**src/verilog/rvPkg.sv**
```systemverilog
package rvPkg;

	localparam int memWords = 10; // Word index bits, 1024 words

	typedef logic [31:0] addrT; // Byte address
	typedef logic [31:0] dataT; // Register or memory word
	typedef logic [31:0] instrT;
	typedef logic [4:0] regNumT;
	typedef logic [6:0] opcodeT;
	typedef logic [2:0] func3T;
	typedef logic [6:0] func7T;
	typedef logic [memWords-1:0] memAddrT;

	localparam addrT resetPc = 32'h0000_0000; // First fetch address

	// Major opcodes of RV32I
	localparam opcodeT opLoad = 7'b0000011;
	localparam opcodeT opImm = 7'b0010011;
	localparam opcodeT opAuipc = 7'b0010111;
	localparam opcodeT opStore = 7'b0100011;
	localparam opcodeT opReg = 7'b0110011;
	localparam opcodeT opLui = 7'b0110111;
	localparam opcodeT opBranch = 7'b1100011;
	localparam opcodeT opJalr = 7'b1100111;
	localparam opcodeT opJal = 7'b1101111;

endpackage

```
**src/verilog/pipeIfs.sv**
```systemverilog
`timescale 1ns/1ps

interface memBus;
	import rvPkg::*;

	logic req;
	logic we;
	addrT addr; // Byte address
	dataT wdata;
	dataT rdata; // Valid in the granted cycle
	logic grant;

	modport requester (output req, we, addr, wdata, input rdata, grant);
	modport arbiter (input req, we, addr, wdata, output rdata, grant);
endinterface


```
**src/verilog/fetchUnit.sv**
```systemverilog
`timescale 1ns/1ps

module fetchUnit (
	input logic clk,
	input logic rst,
	memBus.requester fetchPort,
	input logic pcWriteEnable,
	input rvPkg::addrT pcWriteData,
	output logic instrValid,
	output rvPkg::instrT instr,
	output rvPkg::addrT instrPc,
	output rvPkg::addrT pc
);
	import rvPkg::*;

	assign fetchPort.req = !rst; // Fetch every cycle outside reset
	assign fetchPort.we = 1'b0;
	assign fetchPort.addr = pc;
	assign fetchPort.wdata = '0;

	always_ff @(posedge clk)
	begin
		if (rst)
		begin
			pc <= resetPc;
			instrValid <= 1'b0;
		end
		else if (pcWriteEnable)
		begin
			pc <= pcWriteData; // Redirect drops the captured word
			instrValid <= 1'b0;
		end
		else if (fetchPort.grant)
		begin
			pc <= pc + 32'd4;
			instrValid <= 1'b1;
		end
		else
			instrValid <= 1'b0; // Lost arbitration, bubble
	end

	always_ff @(posedge clk)
	begin
		if (fetchPort.grant)
		begin
			instr <= fetchPort.rdata;
			instrPc <= pc;
		end
	end
endmodule

```
**src/flat_wrapper.sv**
```systemverilog
// flat-port wrapper written by rule: the top's interface ports become plain ports
module fetchUnit_flat import rvPkg::*;
  (clk, rst, pcWriteEnable, pcWriteData, instrValid, instr, instrPc, pc, fetchPort_req, fetchPort_we, fetchPort_addr, fetchPort_wdata, fetchPort_rdata, fetchPort_grant);
  memBus fetchPort_i ();
  input logic clk;
  input logic rst;
  input logic pcWriteEnable;
  input rvPkg::addrT pcWriteData;
  output logic instrValid;
  output rvPkg::instrT instr;
  output rvPkg::addrT instrPc;
  output rvPkg::addrT pc;
  output wire logic [$bits(fetchPort_i.req)-1:0] fetchPort_req;
  output wire logic [$bits(fetchPort_i.we)-1:0] fetchPort_we;
  output wire logic [$bits(fetchPort_i.addr)-1:0] fetchPort_addr;
  output wire logic [$bits(fetchPort_i.wdata)-1:0] fetchPort_wdata;
  input wire logic [$bits(fetchPort_i.rdata)-1:0] fetchPort_rdata;
  input wire logic [$bits(fetchPort_i.grant)-1:0] fetchPort_grant;
  assign fetchPort_req = fetchPort_i.req;
  assign fetchPort_we = fetchPort_i.we;
  assign fetchPort_addr = fetchPort_i.addr;
  assign fetchPort_wdata = fetchPort_i.wdata;
  assign fetchPort_i.rdata = fetchPort_rdata;
  assign fetchPort_i.grant = fetchPort_grant;
  fetchUnit u_core (.clk(clk), .rst(rst), .fetchPort(fetchPort_i), .pcWriteEnable(pcWriteEnable), .pcWriteData(pcWriteData), .instrValid(instrValid), .instr(instr), .instrPc(instrPc), .pc(pc));
endmodule
```
**config.mk**
```make
export PLATFORM = sky130hd
export DESIGN_NAME = fetchUnit_flat
export DESIGN_NICKNAME = d
export VERILOG_FILES = /design/src/verilog/rvPkg.sv /design/src/verilog/pipeIfs.sv /design/src/verilog/fetchUnit.sv /design/src/flat_wrapper.sv
export SDC_FILE = /design/constraint.sdc
export NUM_CORES = 1
export LEC_CHECK = 0
export BUFFER_PORTS_ARGS = -buffer_cell sky130_fd_sc_hd__buf_2
export CORE_UTILIZATION = 50
export CTS_BUF_LIST = sky130_fd_sc_hd__clkbuf_8
export CTS_CLUSTER_DIAMETER = 40
export DETAILED_ROUTE_END_ITERATION = 8
export GPL_TIMING_DRIVEN = 0
export HOLD_SLACK_MARGIN = 0.02
export PLACE_DENSITY = 0.86
export SLEW_MARGIN = 10
export SYNTH_ARGS = -nofsm -noshare
export SYNTH_HDL_FRONTEND = slang
export SYNTH_SLANG_ARGS = --single-unit
```
**constraint.sdc**
```tcl
create_clock -name clk -period 3.45 [get_ports clk]
set_input_delay 0.1725 -clock clk [delete_from_list [all_inputs] [get_ports clk]]
set_output_delay 0.1725 -clock clk [all_outputs]
set_load 0.005 [all_outputs]
```
Word-level counts from Yosys, hierarchy flattened --
Cells that the tools add are included.
Operators by class: reduce and logical (&&, ||, !) cells 3, multiplexer cells 3, add/subtract/negate cells 1
Operator list (number):
- 2-to-1 mux 32 bit | 2
- adder 32 x 3 -> 32 bit (second input constant) | 1
- nonzero test 2 bit | 1
- OR reduction 2 bit | 1
- zero test 1 bit | 1
- 2-to-1 mux 1 bit | 1
Word-level totals: word-level logic and storage cells 11, output and inout port bits 163, flip-flop bits (word level) 97, input bits 68

Logic depth before layout (Yosys ltp) --
word-level depth 3, mapped depth 6, depth with buffers taken out 5

Worst setup path before layout --
No wires, ideal clock.
kind register to register, start point reg u_core.pc[2], in the netlist u_core.fetchPort.addr[2], end point reg u_core.pc[26], in the netlist u_core.fetchPort.addr[26], library setup time 91 ps, buffers on the path 1, data required time 3359 ps, slack 1595 ps, stages on the path, launching flop included 7, period minus slack after synthesis 1855 ps, arrival time 1765 ps, path through dfxtp_1 -> ha_1 -> and2_1 -> buf_2 -> nand4_4 -> or4_1 -> a311oi_1
Between the ends: cells in the longest elaborated chain, start to end 3
Ends and longest elaborated chain:
- start, declared | line fetchUnit.sv:12 | output rvPkg::addrT pc
- start signal, assigned | line fetchUnit.sv:25 | pc <= resetPc;
- start signal, assigned | line fetchUnit.sv:30 | pc <= pcWriteData;
- start signal, assigned | line fetchUnit.sv:35 | pc <= pc + 32'd4;
- adder 32 x 3 -> 32 bit | line fetchUnit.sv:35
- 2-to-1 mux 32 bit | line fetchUnit.sv:33 | else if (fetchPort.grant)
- 2-to-1 mux 32 bit | line fetchUnit.sv:28 | else if (pcWriteEnable)
No other way between the ends. The select of a mux whose other input is x is not followed. A chain may end at the register's enable or synchronous reset.

Worst setup path in the final report --
Ends and elaborated chain as after synthesis.

==> metrics <==
Reg2Reg Setup Slack=1.29 ns; Crit path required time=3.72 ns; PwrDens=402 mW/mm2; setup bufs post-CTS=0; Inserted Clock Buffers=9; Die ar.=0.00919 mm2; Synth Area in Adders=0.284%; NetSw=0.000666 W; DR DRC count=0; RSZ-0062 raised after global routing=false; status=finished, final reports clean; Setup WS post-layout=1.29 ns; Final Setup Violations=0; async set or reset register ratio after synthesis=0%; gr ovfl total=0; Clock Skew=0.00980 ns; Arrival @ worst endpoint=2.43 ns; number of diodes=0; ANT nets after route=0; GPL Wtd Cong=0.882; Detailed Place HPWL=8890 um; Worst-path clk slew=0.10 ns; post-synthesis register bit count=97; Post-Synth Simple-Gate Area=16.4%; root buffer cell=clkbuf_8; maxcap violations=0; Final TNS setup=0 ns; proportion of layout cells with a drive suffix above 1=43.8%; Port Buffers=197; mux share of post-synthesis cell area=0.682%; compound-gate portion of the synthesized area=8.98%; clock power share=28.5%; via count=3987; largest net degree at the start of global routing=70; static leakage=2.86 nW; Detailed Route Iter0 Violations=265; DIE HEIGHT=95.8 um; Seq/Total Area, Yosys=58.7%; Synth Cell Area=0.00440 mm2; Final #Nets=721; Die X=95.8 um; combinational power share=14.9%; Syn Area/Cell=11.6 um2; maximum vdd ir drop=0.252 mV; fin crit period=2.16 ns; WL/cell=17.0 um; share of power burned in registers=56.6%; P_int=0.00181 W; DR pass1 iterations=5; cell accounting for the most synthesized area=edfxtp_1; largest cells by area after synthesis=edfxtp_1, dfxtp_1, buf_4; most frequent cells after synthesis=buf_4, edfxtp_1, nor2_1; Worst-Skew Late Latency=0.36 ns; core area=0.00838 mm2; final WL=12900 um; row count=33; vias in the first global route=3642; first-pass GRT wire length=18200 um; Hold Path Class=in -> reg; boundary pin count=231; Syn. warnings=0; Global Route Usage Sum=27.1%; Rel. slew slack=42.8%; startpoint types=flip-flop; fmax=463 MHz; cell with the most instances after synthesis=buf_4; Starting Density=52.5%; TritonCTS clock tree=built; kind of end point of the critical path=flip-flop; CP Class=reg -> reg; area delta synth->final=39.7%; Synth top area share=43.6%; Tcrit/Tclk final=62.6%; post-synthesis instance total=380; final hold vios=0; clk buf depth=2; Place WS=1.20 ns; largest family of logic cells by synthesized area=simple AND/OR/NAND/NOR gates; Post-synth EDFFs=64; post-synthesis xor/xnor area fraction=1.79%; ys flop type=edfxtp_1; Net Sw Frac=26.9%; # H-tree levels=3; Slew @ Worst Pin=0.858 ns; initial antenna violation count=0; Yosys cell types=48; Vias/cell=5.23; final slew viol count=0; Max Fanout on Critical Path=10; clk sinks=97
-- sequential cells by signal, indices dropped and copies added, names as in the netlist --
register,count
u_core.instrPc,32
u_core.instr,32
u_core.fetchPort.addr,32
u_core.instrValid,1
-- critical path, stage by stage (launching register included) --
cell      delay (ns)
dfxtp_1         0.51
ha_1            0.32
and2_1          0.15
buf_2           0.20
nand4_4         0.18
or4_1           0.43
a311oi_1        0.26
-- cells in the final DEF (no fill, tap or decap), drive strengths merged, types with 2 or more instances in the layout --
cell / Yosys / layout
a2111oi: 2 / 2
a211oi: 6 / 6
a21oi: 7 / 7
a311oi: 12 / 12
a31oi: 2 / 2
a32oi: 2 / 2
and3: 7 / 7
and4: 5 / 5
buf: 70 / 267
clkbuf: 9 / 18
clkinv: 0 / 3
clkinvlp: 0 / 2
conb: 1 / 33
dfxtp: 33 / 33
dlygate4sd3: 0 / 32
edfxtp: 64 / 64
inv: 7 / 9
mux2i: 3 / 3
nand2: 23 / 23
nand3: 12 / 12
nand4: 18 / 18
nor2: 34 / 34
nor3: 6 / 6
nor3b: 3 / 3
nor4: 2 / 2
o211a: 2 / 2
o211ai: 2 / 2
o21ai: 9 / 9
o311ai: 2 / 2
o31ai: 6 / 6
or3: 7 / 7
or4: 6 / 6
xnor2: 4 / 4
xor2: 5 / 5
-- power groups by stage --
stage / logic [W] / clock network [W] / registers (W)
after floorplan: 0.000142 / 0 / 0.00142
after global placement: 0.000323 / 0 / 0.00142
after detailed placement: 0.000332 / 0 / 0.00142
after CTS: 0.000362 / 0.000708 / 0.00140
after global routing: 0.000403 / 0.000760 / 0.00141
final: 0.000368 / 0.000705 / 0.00140
-- area by class of cell --
type                    instances  area, um2
inverters                       7       26.3
plain buffers                  79        553
clock inverters                 7       63.8
fillers                       612       2230
well taps                     105        131
multi-input cells             229       1360
clock buffers                   9        124
repair buffers                229       1310
flip-flops and latches         97       2580
-- cells by family after synthesis --
group           after synthesis
mux                           3
flops                        97
fa+ha+maj                     1
compound gates               54
simple gates                129
xor+xnor                      9
other cells                   1
buf+inv                      86
-- path summary, 6_finish.rpt --
| kind | startpoint | end | depth (start not counted) |
|---|---|---|---|
| max | u_core.fetchPort.addr[2] | u_core.fetchPort.addr[26] | 6 |
| min | pcWriteData[6] | u_core.fetchPort.addr[6] | 2 |
| max reg2reg | u_core.fetchPort.addr[2] | u_core.fetchPort.addr[26] | 6 |
| min reg2reg | u_core.fetchPort.addr[1] | u_core.instrPc[1] | 0 |
-- layer usage --
| metal | track usage (%) | vias to the layer above | part of all wire [%] | wire length (um) |
|---|---|---|---|---|
| met1 | 30.7 | 1859 | 37 | 4840 |
| met3 | 6.08 | 31 | 8.2 | 1070 |
| met5 | 0 | - | 0 | 0 |
| met4 | 12.2 | 0 | 2.7 | 347 |
| li1 | - | 1869 | - | - |
| met2 | 48.6 | 228 | 52 | 6670 |
-- repair_timing --
item / in CTS / in global routing
hold endpoints to repair: 32 / 0
gates resized for setup: 0 / 0
hold buffers: 32 / 0
-- metrics by stage --
stage,util [%],hold slack (ns),cells,total power [W],instance area (um2)
floorplan,-,0.271,412,0.00156,4520
global placement,67.3,0.349,714,0.00174,5640
detailed placement,67.3,0.352,714,0.00175,5640
CTS,73.4,0.0236,762,0.00246,6150
global route,73.4,0.0319,762,0.00257,6150
finish,73.4,0.0350,762,0.00247,6150
Power figures use the tool's default switching activity.
