<file path="src/verilog/rvPkg.sv">
package rvPkg;

	localparam int memWords = 10; // Word index bits, 1024 words

	typedef logic [31:0] addrT; // Byte address
	typedef logic [31:0] dataT; // Register or memory word
	typedef logic [31:0] instrT;
	typedef logic [4:0] regNumT;
	typedef logic [6:0] opcodeT;
	typedef logic [2:0] func3T;
	typedef logic [6:0] func7T;
	typedef logic [memWords-1:0] memAddrT;

	localparam addrT resetPc = 32'h0000_0000; // First fetch address

	// Major opcodes of RV32I
	localparam opcodeT opLoad = 7'b0000011;
	localparam opcodeT opImm = 7'b0010011;
	localparam opcodeT opAuipc = 7'b0010111;
	localparam opcodeT opStore = 7'b0100011;
	localparam opcodeT opReg = 7'b0110011;
	localparam opcodeT opLui = 7'b0110111;
	localparam opcodeT opBranch = 7'b1100011;
	localparam opcodeT opJalr = 7'b1100111;
	localparam opcodeT opJal = 7'b1101111;

endpackage

</file>
<file path="src/verilog/pipeIfs.sv">
`timescale 1ns/1ps

interface memBus;
	import rvPkg::*;

	logic req;
	logic we;
	addrT addr; // Byte address
	dataT wdata;
	dataT rdata; // Valid in the granted cycle
	logic grant;

	modport requester (output req, we, addr, wdata, input rdata, grant);
	modport arbiter (input req, we, addr, wdata, output rdata, grant);
endinterface


</file>
<file path="src/verilog/memArbiter.sv">
`timescale 1ns/1ps

module memArbiter (
	memBus.arbiter loadPort,
	memBus.arbiter dataPort,
	memBus.arbiter fetchPort,
	output logic memWe,
	output rvPkg::memAddrT memAddr,
	output rvPkg::dataT memWdata,
	input rvPkg::dataT memRdata
);
	import rvPkg::*;

	addrT selAddr; // Byte address of the winner

	// Loader first, then data, then fetch
	assign loadPort.grant = loadPort.req;
	assign dataPort.grant = dataPort.req && !loadPort.req;
	assign fetchPort.grant = fetchPort.req && !loadPort.req && !dataPort.req;

	always_comb
	begin
		if (loadPort.req)
		begin
			memWe = loadPort.we;
			selAddr = loadPort.addr;
			memWdata = loadPort.wdata;
		end
		else if (dataPort.req)
		begin
			memWe = dataPort.we;
			selAddr = dataPort.addr;
			memWdata = dataPort.wdata;
		end
		else
		begin
			memWe = fetchPort.req && fetchPort.we; // No write when idle
			selAddr = fetchPort.addr;
			memWdata = fetchPort.wdata;
		end
	end

	assign memAddr = selAddr[memWords+1:2]; // Byte to word index

	assign loadPort.rdata = memRdata;
	assign dataPort.rdata = memRdata;
	assign fetchPort.rdata = memRdata;
endmodule

</file>
<file path="src/flat_wrapper.sv">
// flat-port wrapper written by rule: the top's interface ports become plain ports
module memArbiter_flat import rvPkg::*;
  (memWe, memAddr, memWdata, memRdata, loadPort_req, loadPort_we, loadPort_addr, loadPort_wdata, loadPort_rdata, loadPort_grant, dataPort_req, dataPort_we, dataPort_addr, dataPort_wdata, dataPort_rdata, dataPort_grant, fetchPort_req, fetchPort_we, fetchPort_addr, fetchPort_wdata, fetchPort_rdata, fetchPort_grant);
  memBus loadPort_i ();
  memBus dataPort_i ();
  memBus fetchPort_i ();
  output logic memWe;
  output rvPkg::memAddrT memAddr;
  output rvPkg::dataT memWdata;
  input rvPkg::dataT memRdata;
  input wire logic [$bits(loadPort_i.req)-1:0] loadPort_req;
  input wire logic [$bits(loadPort_i.we)-1:0] loadPort_we;
  input wire logic [$bits(loadPort_i.addr)-1:0] loadPort_addr;
  input wire logic [$bits(loadPort_i.wdata)-1:0] loadPort_wdata;
  output wire logic [$bits(loadPort_i.rdata)-1:0] loadPort_rdata;
  output wire logic [$bits(loadPort_i.grant)-1:0] loadPort_grant;
  input wire logic [$bits(dataPort_i.req)-1:0] dataPort_req;
  input wire logic [$bits(dataPort_i.we)-1:0] dataPort_we;
  input wire logic [$bits(dataPort_i.addr)-1:0] dataPort_addr;
  input wire logic [$bits(dataPort_i.wdata)-1:0] dataPort_wdata;
  output wire logic [$bits(dataPort_i.rdata)-1:0] dataPort_rdata;
  output wire logic [$bits(dataPort_i.grant)-1:0] dataPort_grant;
  input wire logic [$bits(fetchPort_i.req)-1:0] fetchPort_req;
  input wire logic [$bits(fetchPort_i.we)-1:0] fetchPort_we;
  input wire logic [$bits(fetchPort_i.addr)-1:0] fetchPort_addr;
  input wire logic [$bits(fetchPort_i.wdata)-1:0] fetchPort_wdata;
  output wire logic [$bits(fetchPort_i.rdata)-1:0] fetchPort_rdata;
  output wire logic [$bits(fetchPort_i.grant)-1:0] fetchPort_grant;
  assign loadPort_i.req = loadPort_req;
  assign loadPort_i.we = loadPort_we;
  assign loadPort_i.addr = loadPort_addr;
  assign loadPort_i.wdata = loadPort_wdata;
  assign loadPort_rdata = loadPort_i.rdata;
  assign loadPort_grant = loadPort_i.grant;
  assign dataPort_i.req = dataPort_req;
  assign dataPort_i.we = dataPort_we;
  assign dataPort_i.addr = dataPort_addr;
  assign dataPort_i.wdata = dataPort_wdata;
  assign dataPort_rdata = dataPort_i.rdata;
  assign dataPort_grant = dataPort_i.grant;
  assign fetchPort_i.req = fetchPort_req;
  assign fetchPort_i.we = fetchPort_we;
  assign fetchPort_i.addr = fetchPort_addr;
  assign fetchPort_i.wdata = fetchPort_wdata;
  assign fetchPort_rdata = fetchPort_i.rdata;
  assign fetchPort_grant = fetchPort_i.grant;
  memArbiter u_core (.loadPort(loadPort_i), .dataPort(dataPort_i), .fetchPort(fetchPort_i), .memWe(memWe), .memAddr(memAddr), .memWdata(memWdata), .memRdata(memRdata));
endmodule
</file>
<file path="config.mk">
export PLATFORM = sky130hd
export DESIGN_NAME = memArbiter_flat
export DESIGN_NICKNAME = d
export VERILOG_FILES = /design/src/verilog/rvPkg.sv /design/src/verilog/pipeIfs.sv /design/src/verilog/memArbiter.sv /design/src/flat_wrapper.sv
export SDC_FILE = /design/constraint.sdc
export NUM_CORES = 1
export LEC_CHECK = 0
export BUFFER_PORTS_ARGS = -buffer_cell sky130_fd_sc_hd__buf_2
export CAP_MARGIN = 10
export CORE_AREA = 2 2 144 146
export DETAILED_ROUTE_END_ITERATION = 10
export DIE_AREA = 0 0 146 148
export SLEW_MARGIN = 5
export SYNTH_ARGS = -nofsm -noshare
export SYNTH_HDL_FRONTEND = slang
export SYNTH_SLANG_ARGS = --single-unit
export TNS_END_PERCENT = 10
</file>
<file path="constraint.sdc">
create_clock -name vclk -period 1.4
set_clock_uncertainty 0.2 [all_clocks]
set_input_delay 0.28 -clock vclk [all_inputs]
set_output_delay 0.28 -clock vclk [all_outputs]
set_load 0.05 [all_outputs]
</file>
## Word-level counts from Yosys, hierarchy flattened

Index checks and enable logic that the tools add are counted.

- Flip-flop bits (word level): 0
- Input port bits: 230
- Output and inout port bits: 142
- Word-level logic and storage cells: 12

- Multiplexer cells: 6
- Reduce and logical (&&, ||, !) cells: 6

Operator list:

| cell | number |
|---|---|
| two-way mux 32 bit | 2 |
| two-way mux 12 bit | 2 |
| logical AND 1 bit | 4 |
| zero test 1 bit | 2 |
| two-way mux 1 bit | 2 |

## Logic depth before layout (Yosys ltp)

- Word-level depth: 3
- Depth in mapped cells: 5
- Depth with buffers taken out: 2

## Least setup slack after synthesis

OpenSTA, ideal clock, no wires.

- Kind: input to output
- From: in loadPort_req
- To: out fetchPort_grant
- Arrival time: 1.739 ns
- Data required time: 0.920 ns
- Setup slack: -0.819 ns
- Stages: 3
- Path buffers: 2
- Cell sequence: buf_2 -> buf_2 -> nor3b_1

- Cells in the longest elaborated chain, start to end: 3

Ends and longest elaborated chain:

| what | line | RTL |
|---|---|---|
| start: declaration | flat_wrapper.sv:11 | `input wire logic [$bits(loadPort_i.req)-1:0] loadPort_req;` |
| zero test 1 bit | memArbiter.sv:19 | `assign fetchPort.grant = fetchPort.req && !loadPort.req && !dataPort.req;` |
| logical AND 1 bit (2 in a row) | memArbiter.sv:19 |  |
| end: declaration | flat_wrapper.sv:28 | `output wire logic [$bits(fetchPort_i.grant)-1:0] fetchPort_grant;` |

No other way between the ends.

## Worst setup path in the final report

- From: in dataPort_req
- To: out memWdata[5]

- Cells in the longest elaborated chain, start to end: 2

Ends and longest elaborated chain:

| what | line | RTL |
|---|---|---|
| start: declaration | flat_wrapper.sv:17 | `input wire logic [$bits(dataPort_i.req)-1:0] dataPort_req;` |
| two-way mux 32 bit | memArbiter.sv:29 | `else if (dataPort.req)` |
| two-way mux 32 bit | memArbiter.sv:23 | `if (loadPort.req)` |
| end: declaration | flat_wrapper.sv:9 | `output rvPkg::dataT memWdata;` |

No other way between the ends.

==> results.py <==
metrics = {
    "timing": {
        "finalHoldViolCount": 0,
        "period_share_pct": 116.6,
        "setup_ws_ps": -232.0,
        "setup_viol": 45,
        "relSlewSlack_pct": 84.67,
        "fmax_mhz": 612.7,
        "rsz0062_at_grt": "yes",
        "tightest_slew_ps": 225.5,
        "hold_slack_ps": 360.0,
        "fin_crit_ps": 1632,
        "drv_slew": 0,
    },
    "synth": {
        "syn_area_mm2": 0.001698,
        "netlist.area_leader.share_pct": 42.89,
        "synthTopCellsByArea": "buf_4 43%, mux2i_1 25%, o21ai_1 11%, nand2_1 9.3%, buf_12 4.7%",
        "yosysSeqAreaShare_pct": 0,
        "ys_types": 13,
        "synth_cells": 244,
        "syn_nets": 474,
        "yosysTopAreaCell": "buf_4",
        "yosysWarnings": 0,
        "synth_area_per_cell_um2": 6.959,
    },
    "route": {
        "vias": 1884,
        "wl_met2_um": 4205,
        "highest_layer": "met4",
        "antenna_left": 0,
        "wl_met1_um": 2348,
        "drc": 0,
        "wl_per_cell_um": 12.67,
        "routed-wl-met3_um": 654,
        "vias_per_cell": 3.130,
        "drt_iter0_markers": 22,
        "drtPass1Iterations": 2,
        "drt-total-wl_um": 7629,
    },
    "setup_path": {
        "crit_slowest_cell": "mux2i_2",
        "critical_path.max_stage_delay_ps": 270,
        "required_ps": 920,
        "worstPathCellList": "buf_16 -> buf_16 -> mux2i_2 -> o21ai_4 -> buf_4",
        "critPathKind": "input port to output port",
        "worst-path-buf-inv": 3,
        "cp_max_fo": 7,
        "start_kind": "input port",
        "end_kind": "output port",
        "arrival_ps": 1150,
        "cp_common_cell": "buf_16",
        "critPathTopFamily": "buffers and inverters",
        "cp_num_cells": 5,
    },
    "layout": {
        "final_nets": 564,
        "seq_area_um2": 0,
        "seq_cells": 0,
        "n_antenna_cell": 0,
        "final_cells": 602,
        "final_common_cell": "buf_2",
        "areaGrowthSynthToFinish_pct": 113.6,
        "multi_input_area_mm2": 0.001747,
        "clockBufferCount": 0,
        "fillers": 2221,
        "drive_above_1_share_pct": 85.24,
        "layout_common_cells": "131 x buf_2, 42 x nand2_1, 39 x o21ai_4, 39 x buf_6, 34 x mux2i_4",
    },
    "min_path": {
        "hold_start": "memRdata[25]",
        "whs_path_depth": 0,
        "hp-class": "input port to output port",
        "hold_end": "dataPort_rdata[25]",
    },
    "floorplanning": {
        "rows": 52,
        "die_h_um": 148,
        "core_mm2": 0.02004,
        "pin_count": 372,
        "start_util_pct": 8.473,
        "dieArea_mm2": 0.02161,
        "fp.dieW_um": 146,
    },
    "global_routing": {
        "grt_usage_pct": 6.500,
        "grt-ovfl-total": 0,
        "grt_max_degree": 21,
        "antenna_found_initial": 0,
        "grt_pass1_vias": 1935,
        "grt_pass1_wl_um": 10950,
    },
    "power": {
        "pwr_density_cell_mw_per_mm2": 453.1,
        "leakagePower_nw": 1.475,
        "vdd_drop_max_uv": 185.0,
        "p_total_mw": 1.643,
    },
    "clock_network": {
        "cts_setup_buffers": 0,
        "holdBufCountCts": 0,
    },
    "placement": {
        "hpwl_um": 5436,
        "portBuffers": 178,
        "gp_congestion": 0.7162,
        "dp_cells": 597,
    },
    "status": {
        "status": "complete, but fails checks",
        "violations": "negative setup slack",
    },
    "job": {
        "max-cap-violations": 0,
    },
}
-- per-layer routing --
layer  vias up  GRT usage (%)
li1        903              -
met1       825          6.270
met2       115          13.18
met3        41          1.142
met4         0          3.155
met5         -              0
-- worst max path at each step --
stage                       startpoint  slack [ps]           to
final                     dataPort_req        -230  memWdata[5]
after global placement    dataPort_req        -490  memWdata[9]
after global routing      dataPort_req        -270   memAddr[1]
after CTS                 dataPort_req        -260  memWdata[9]
after floorplan           dataPort_req        -170        memWe
after detailed placement  dataPort_req        -500  memWdata[9]
-- report_power, final --
part / leakage, nW / switching [mW] / internal [mW]
logic: 1.48 / 0.906 / 0.738
registers: 0 / 0 / 0
clock network: 0 / 0 / 0
-- cell families after synthesis --
| group | count (synthesis) | share of synthesized area (%) |
|---|---|---|
| AO/OA/AOI/OAI | 44 | 12.97 |
| buffers and inverters | 112 | 51.36 |
| multiplexers | 42 | 24.76 |
| AND/OR/NAND/NOR | 46 | 10.91 |
-- layout make-up --
cell class | count | area share, %
multi-input cells | 132 | 48.15
well taps | 270 | 9.314
repair buffers | 200 | 42.53
-- synth_stat cells (2+ instances only) --
library cell,instances
a21oi_1,2
buf_12,4
buf_2,6
buf_4,97
buf_6,2
clkbuf_1,3
mux2i_1,42
nand2_1,42
nor2b_1,2
o21ai_0,6
o21ai_1,36
-- through the flow --
stage | instance area, µm² | utilization (%) | worst slack (ps) | setup TNS, ps
after floorplan | 2232 | - | -168.9 | -5553
after global placement | 2754 | 13.74 | -489.7 | -14420
after detailed placement | 2754 | 13.74 | -503.1 | -14820
after CTS | 3540 | 17.66 | -255.6 | -8787
after global routing | 3627 | 18.10 | -272.0 | -9352
final | 3627 | 18.10 | -232.0 | -7673
-- what timing repair did --
item	4_1_cts	5_1_grt
gates cloned	5	0
gates resized for setup	154	15
pin swaps	24	6
setup endpoints to repair	46	45
Power figures use the tool's default switching activity.
