<file path="src/verilog/rvPkg.sv">
package rvPkg;

	localparam int memWords = 10; // Word index bits, 1024 words

	typedef logic [31:0] addrT; // Byte address
	typedef logic [31:0] dataT; // Register or memory word
	typedef logic [31:0] instrT;
	typedef logic [4:0] regNumT;
	typedef logic [6:0] opcodeT;
	typedef logic [2:0] func3T;
	typedef logic [6:0] func7T;
	typedef logic [memWords-1:0] memAddrT;

	localparam addrT resetPc = 32'h0000_0000; // First fetch address

	// Major opcodes of RV32I
	localparam opcodeT opLoad = 7'b0000011;
	localparam opcodeT opImm = 7'b0010011;
	localparam opcodeT opAuipc = 7'b0010111;
	localparam opcodeT opStore = 7'b0100011;
	localparam opcodeT opReg = 7'b0110011;
	localparam opcodeT opLui = 7'b0110111;
	localparam opcodeT opBranch = 7'b1100011;
	localparam opcodeT opJalr = 7'b1100111;
	localparam opcodeT opJal = 7'b1101111;

endpackage

</file>
<file path="src/verilog/pipeIfs.sv">


interface decodeBus;
	import rvPkg::*;

	logic valid;
	addrT pc;
	dataT imm;
	opcodeT opcode;
	func3T func3;
	func7T func7;
	regNumT regNum0; // rs1
	regNumT regNum1; // rs2
	regNumT regWriteNum; // rd

	modport source (output valid, pc, imm, opcode, func3, func7, regNum0, regNum1, regWriteNum);
	modport sink (input valid, pc, imm, opcode, func3, func7, regNum0, regNum1, regWriteNum);
endinterface

</file>
<file path="src/verilog/decodeStage.sv">
`timescale 1ns/1ps

module decodeStage (
	input logic clk,
	input logic rst,
	input logic flush,
	input logic instrValid,
	input rvPkg::instrT instr,
	input rvPkg::addrT instrPc,
	decodeBus.source decoded
);
	import rvPkg::*;

	opcodeT opcode;
	dataT immNext;

	assign opcode = instr[6:0];

	// Immediate by instruction format
	always_comb
	begin
		case (opcode)
			opImm:
			begin
				if (instr[13:12] == 2'b01)
					immNext = {20'b0, instr[31:20]}; // slli, srli, srai
				else
					immNext = {{20{instr[31]}}, instr[31:20]};
			end
			opLoad, opJalr:
				immNext = {{20{instr[31]}}, instr[31:20]};
			opStore:
				immNext = {{20{instr[31]}}, instr[31:25], instr[11:7]};
			opBranch:
				immNext = {{20{instr[31]}}, instr[7], instr[30:25], instr[11:8], 1'b0};
			opLui, opAuipc:
				immNext = {instr[31:12], 12'b0};
			opJal:
				immNext = {{12{instr[31]}}, instr[19:12], instr[20], instr[30:21], 1'b0};
			default:
				immNext = '0;
		endcase
	end

	always_ff @(posedge clk)
	begin
		if (rst)
			decoded.valid <= 1'b0;
		else
			decoded.valid <= instrValid && !flush; // Flush on taken branch or jump
	end

	always_ff @(posedge clk)
	begin
		decoded.pc <= instrPc;
		decoded.imm <= immNext;
		decoded.opcode <= opcode;
		decoded.func3 <= instr[14:12];
		decoded.func7 <= instr[31:25];
		decoded.regNum0 <= instr[19:15];
		decoded.regNum1 <= instr[24:20];
		decoded.regWriteNum <= instr[11:7];
	end
endmodule

</file>
<file path="src/flat_wrapper.sv">
// flat-port wrapper written by rule: the top's interface ports become plain ports
module decodeStage_flat import rvPkg::*;
  (clk, rst, flush, instrValid, instr, instrPc, decoded_valid, decoded_pc, decoded_imm, decoded_opcode, decoded_func3, decoded_func7, decoded_regNum0, decoded_regNum1, decoded_regWriteNum);
  decodeBus decoded_i ();
  input logic clk;
  input logic rst;
  input logic flush;
  input logic instrValid;
  input rvPkg::instrT instr;
  input rvPkg::addrT instrPc;
  output wire logic [$bits(decoded_i.valid)-1:0] decoded_valid;
  output wire logic [$bits(decoded_i.pc)-1:0] decoded_pc;
  output wire logic [$bits(decoded_i.imm)-1:0] decoded_imm;
  output wire logic [$bits(decoded_i.opcode)-1:0] decoded_opcode;
  output wire logic [$bits(decoded_i.func3)-1:0] decoded_func3;
  output wire logic [$bits(decoded_i.func7)-1:0] decoded_func7;
  output wire logic [$bits(decoded_i.regNum0)-1:0] decoded_regNum0;
  output wire logic [$bits(decoded_i.regNum1)-1:0] decoded_regNum1;
  output wire logic [$bits(decoded_i.regWriteNum)-1:0] decoded_regWriteNum;
  assign decoded_valid = decoded_i.valid;
  assign decoded_pc = decoded_i.pc;
  assign decoded_imm = decoded_i.imm;
  assign decoded_opcode = decoded_i.opcode;
  assign decoded_func3 = decoded_i.func3;
  assign decoded_func7 = decoded_i.func7;
  assign decoded_regNum0 = decoded_i.regNum0;
  assign decoded_regNum1 = decoded_i.regNum1;
  assign decoded_regWriteNum = decoded_i.regWriteNum;
  decodeStage u_core (.clk(clk), .rst(rst), .flush(flush), .instrValid(instrValid), .instr(instr), .instrPc(instrPc), .decoded(decoded_i));
endmodule
</file>
<file path="config.mk">
export PLATFORM = sky130hd
export DESIGN_NAME = decodeStage_flat
export DESIGN_NICKNAME = d
export VERILOG_FILES = /design/src/verilog/rvPkg.sv /design/src/verilog/pipeIfs.sv /design/src/verilog/decodeStage.sv /design/src/flat_wrapper.sv
export SDC_FILE = /design/constraint.sdc
export NUM_CORES = 1
export LEC_CHECK = 0
export ABC_AREA = 1
export BUFFER_PORTS_ARGS = -buffer_cell sky130_fd_sc_hd__buf_2
export CORE_UTILIZATION = 40
export DETAILED_ROUTE_END_ITERATION = 8
export PLACE_DENSITY = 0.73
export SYNTH_ARGS = -nofsm -noshare
export SYNTH_HDL_FRONTEND = slang
export SYNTH_SLANG_ARGS = --single-unit
</file>
<file path="constraint.sdc">
create_clock -name clk -period 1.4 [get_ports clk]
set_clock_uncertainty 0.05 [all_clocks]
set_input_delay 0.07 -clock clk [delete_from_list [all_inputs] [get_ports clk]]
set_output_delay 0.07 -clock clk [all_outputs]
set_load 0.01 [all_outputs]
</file>
# Yosys cells after proc, flatten, opt, wreduce, memory -nomap -nowiden
# Cells that the tools add are included.
# word_totals
regBits	97
in_bits	68
out_inout_bits	97
word_cells	24
# op_classes
n_eq_ne	9
n_mux	2
reduce_logical	4
# op_table
cell	count
case mux 32 bit (6 select lines)	1
two-way mux 32 bit	1
== test 7 bit, second input constant	3
== test 7 x 5 -> 1 bit, second input constant	2
== test 7 x 6 -> 1 bit, second input constant	2
== test 7 x 2 -> 1 bit, second input constant	1
OR reduction 2 bit	2
== test 2 x 1 -> 1 bit, second input constant	1
logical AND 1 bit	1
logical NOT 1 bit	1

# Logic depth before layout (Yosys ltp)
# logic_depth
ltp_word	3
mapped_depth	8

# Least setup slack after synthesis
# Ideal clock, no wire load.
# synth_path
kind	input to register
start	in instr[1]
end	reg u_core.decoded.imm[21]
setup_ns	0.113
arrival_time_ns	0.763
setup_slack_ns	0.474
cell_stages	8
cell_sequence	nand2_4 > nor2_4 > buf_6 > nand3_4 > nand2_2 > buf_6 > nor2_1 > nand2_2
# synth_between
elab_chain_len	3
elab_cells_between_ends	11
# synth_rtl
item	line_no	rtl
from (decl)	flat_wrapper.sv:9	input rvPkg::instrT instr;
== test 7 x 6 -> 1 bit, or another cell as far along	decodeStage.sv:22	case (opcode)
OR reduction 2 bit	decodeStage.sv:22	
case mux 32 bit (6 select lines) (*)	decodeStage.sv:22	
net u_core.immNext[21]	decodeStage.sv:15	dataT immNext;
to (signal assigned)	decodeStage.sv:56	decoded.imm <= immNext;
to (decl)	pipeIfs.sv:16	modport source (output valid, pc, imm, opcode, func3, func7, regNum0, regNum1, regWriteNum);
# The timed path passes the listed nets; every way through them passes the cells marked *.
# A chain may end at the register's enable or synchronous reset.

# Final worst setup path
# layout_path
start	in instr[6]
end	reg u_core.decoded.imm[22]
# Same word-level chain as after synthesis.

==> results.md <==
- First-pass DRT Iterations: 5
- Static leakage: 0.002628 uW
- Initial Util: 41.44%
- Fraction of synthesized area in multiplexers: 0%
- Die footprint: 0.007864 mm^2
- Switch Pwr: 1350 uW
- Worst Max-Slew Pin Slew: 363.2 ps
- Mapped Cells: 307
- Count of standard-cell rows: 31
- Hold Fails Final Rpt: 0
- DRC: 0
- Clock share of power: 33.1%
- Largest net degree at the start of global routing: 21
- Adder-cell share of the synthesized area: 0%
- Layout cells sized above 1: 39.56%
- Status: completed
- Clock transition at path regs: 90 ps
- Clk buf depth: 2
- Port-buffer cells: 164
- Root buf cell: clkbuf_8
- Total global routing overflow: 0
- Final setup viols: 0
- Post-synth top area share: 64.61%
- Relative slew slack: 75.76%
- Post-Synth XOR/XNOR Area: 0%
- Main synth FF type: dfxtp_1
- Detailed-route wire length per cell: 13.47 um
- Hpwl dp: 5334 um
- Worst path required time: 1600 ps
- Worst hold endpoint: u_core.decoded.imm[0]$_DFF_P_
- Die height: 88.68 um
- Hold_ws: 221.9 ps
- Crit-path cells: dlygate4sd3_1, buf_4, inv_4, nand2_2, nor2_1, nand2_4, nand2_8, a21oi_4, clkbuf_16, nand2_1
- Clock sinks: 97
- Fmax: 0.7156 GHz
- Min Tclk post-route: 1397 ps
- Top post-synthesis cells by area: dfxtp_1, nand3_1, nand2_1, nor2_1, buf_6
- CTS tree: done
- Max VDD drop: 0.5381 mV
- Nets@finish: 614
- Worst Setup Start Kind: input port
- H-tree depth: 3
- Net Sw Frac: 25.87%
- Yosys cell types: 20
- Simple-gate area share of the yosys netlist: 25.15%
- Crit end category: register
- Final WL: 8756 um
- Post-synth EDFFs: 0
- Largest family of logic cells by synthesized area: simple AND/OR/NAND/NOR gates
- # IOs: 165
- #FFs+latches synth: 97
- Antenna viol nets, final: 0
- RePlAce Congestion: 0.7340
- Floorplan core area: 0.007253 mm^2
- FFs w/ async S/R, synth: 0%
- Hold Path Depth: 6
- Syn Nets: 375
- Setup CP Type: in -> reg
- Max stage delay on crit path: 530 ps
- Final period utilization: 99.82%
- First-pass GRT wire length: 12,370 um
- Initial DRC count: 130
- Most numerous cell in the Yosys netlist: dfxtp_1
- Post-Syn Area: 0.003005 mm^2
- Most frequent cells after synthesis: dfxtp_1, nand2_1, nor2_1
- GR Util All Layers: 21.21%
- Synth Area in Compound Gates: 3.206%
- Final instance area: 0.004865 mm^2
- Final slew viol count: 0
- Max Cap Viol: 0
- DIE WIDTH: 88.68 um
- DR vias: 2,905
- Critical path fanouts, max: 5
- Sequential fraction of the synthesis area: 64.61%
- Number of global-route vias before repair: 2,678
- Top cell type by total area after synthesis: dfxtp_1
- Worst min path class: in -> reg
- RSZ-0062 raised after global routing: true
- Critical-path top delay cell: dlygate4sd3_1
- Cell Pwr Density: 1073 mW/mm^2
- Comb power frac: 11.2%
- P&R area growth vs syn: 61.87%
- Ant. Diodes: 0
- Flop pwr share: 55.7%
- Mapped Avg Cell Area: 9.790 um^2
- Pint: 3869 uW
- Pwr Total: 5219 uW
- Warnings, synthesis: 0
- Area of placed instances: 0.003890 mm^2
- DR vias/cell: 4.469
- Worst min-delay path startpoint: instr[4]
- Initial antenna violation count: 0
- Cts bufs inserted: 9
- Data arrival, critical path: 1600 ps
==> critical path, delay by kind of cell <==
family | cells | cell delay, ps
buffers and inverters | 4 | 910
AND/OR/NAND/NOR | 5 | 360
AO/OA/AOI/OAI | 1 | 240
==> cell type report <==
cell class              instances  area [um^2]
clock buffers                   9        123.9
clock inverters                 7        68.82
fillers                       576         2389
inverters                      25        100.1
multi-input cells             173        883.3
flip-flops and latches         97         1942
well taps                      99        123.9
repair buffers                240         1623
==> metal layers <==
layer / up-vias / global-route usage (%) / part of all wire (%)
met5: - / 0 / 0
li1: 1435 / - / -
met1: 1325 / 23.40 / 38
met3: 9 / 5.970 / 8.1
met4: 0 / 8.065 / 0.91
met2: 136 / 38.53 / 53
==> state kept, by name, indices dropped and copies added (netlist names), 3 cells and up <==
register,cells
u_core.decoded.regWriteNum,5
u_core.decoded.imm,32
u_core.decoded.pc,32
u_core.decoded.func7,7
u_core.decoded.regNum0,5
u_core.decoded.func3,3
u_core.decoded.opcode,7
u_core.decoded.regNum1,5
==> stage by stage <==
stage               utilization, %  worst slack (ps)  setup TNS, ps  std cells
floorplan                        -             474.1              0        307
global placement             53.63             193.2              0        564
detailed placement           53.63             172.5              0        564
CTS                          65.40             18.10              0        646
global route                 67.07            -92.42         -876.4        650
finish                       67.07             2.560              0        650
==> what timing repair did <==
action,in CTS,in global routing
resized for setup,0,13
endpoints found under the setup margin,0,31
hold endpoints to repair,81,0
setup buffers,0,3
hold buffers,66,0
==> worst max-delay path by stage <==
stage	startpoint	endpoint	cells past startpoint
after floorplan	instr[1]	u_core.decoded.imm[21]$_DFF_P_	8
after global placement	instr[4]	u_core.decoded.imm[27]$_DFF_P_	9
after detailed placement	instr[4]	u_core.decoded.imm[25]$_DFF_P_	9
after CTS	instr[6]	u_core.decoded.imm[1]$_DFF_P_	9
after global routing	instr[2]	u_core.decoded.imm[11]$_DFF_P_	10
final	instr[6]	u_core.decoded.imm[22]$_DFF_P_	10
==> logic make-up after synthesis <==
family,count (synthesis)
compound gates,17
buf+inv,37
flops,97
simple gates,156
==> placed cells by master (no fill, tap or decap) <==
master           n
a21oi_4          1
buf_12           3
buf_2          161
buf_4            8
buf_6            1
clkbuf_16        1
clkbuf_8         9
clkinv_4         1
clkinv_8         1
clkinvlp_4       3
dfxtp_1         97
dlygate4sd3_1   66
inv_1           21
inv_2            2
inv_4            1
inv_6            2
inv_8            1
nand2_1         49
nand2_2          8
nand2_4          5
nand2_8          1
nand3_1         39
nand3_4          1
nand3b_1         1
nor2_1          43
nor2_2           4
nor2_4           2
nor2_8           2
nor3b_1          1
o21ai_0          3
o21ai_1         13
==> power groups by stage <==
stage | Clock (uW) | Combinational, uW | Sequential [uW]
2_1_floorplan | 0 | 99.2 | 3040
3_3_place_gp | 0 | 411 | 2960
3_5_place_dp | 0 | 420 | 2970
4_1_cts | 1770 | 564 | 2900
5_1_grt | 1910 | 639 | 2920
6_report | 1730 | 584 | 2910
Power figures use the tool's default switching activity.
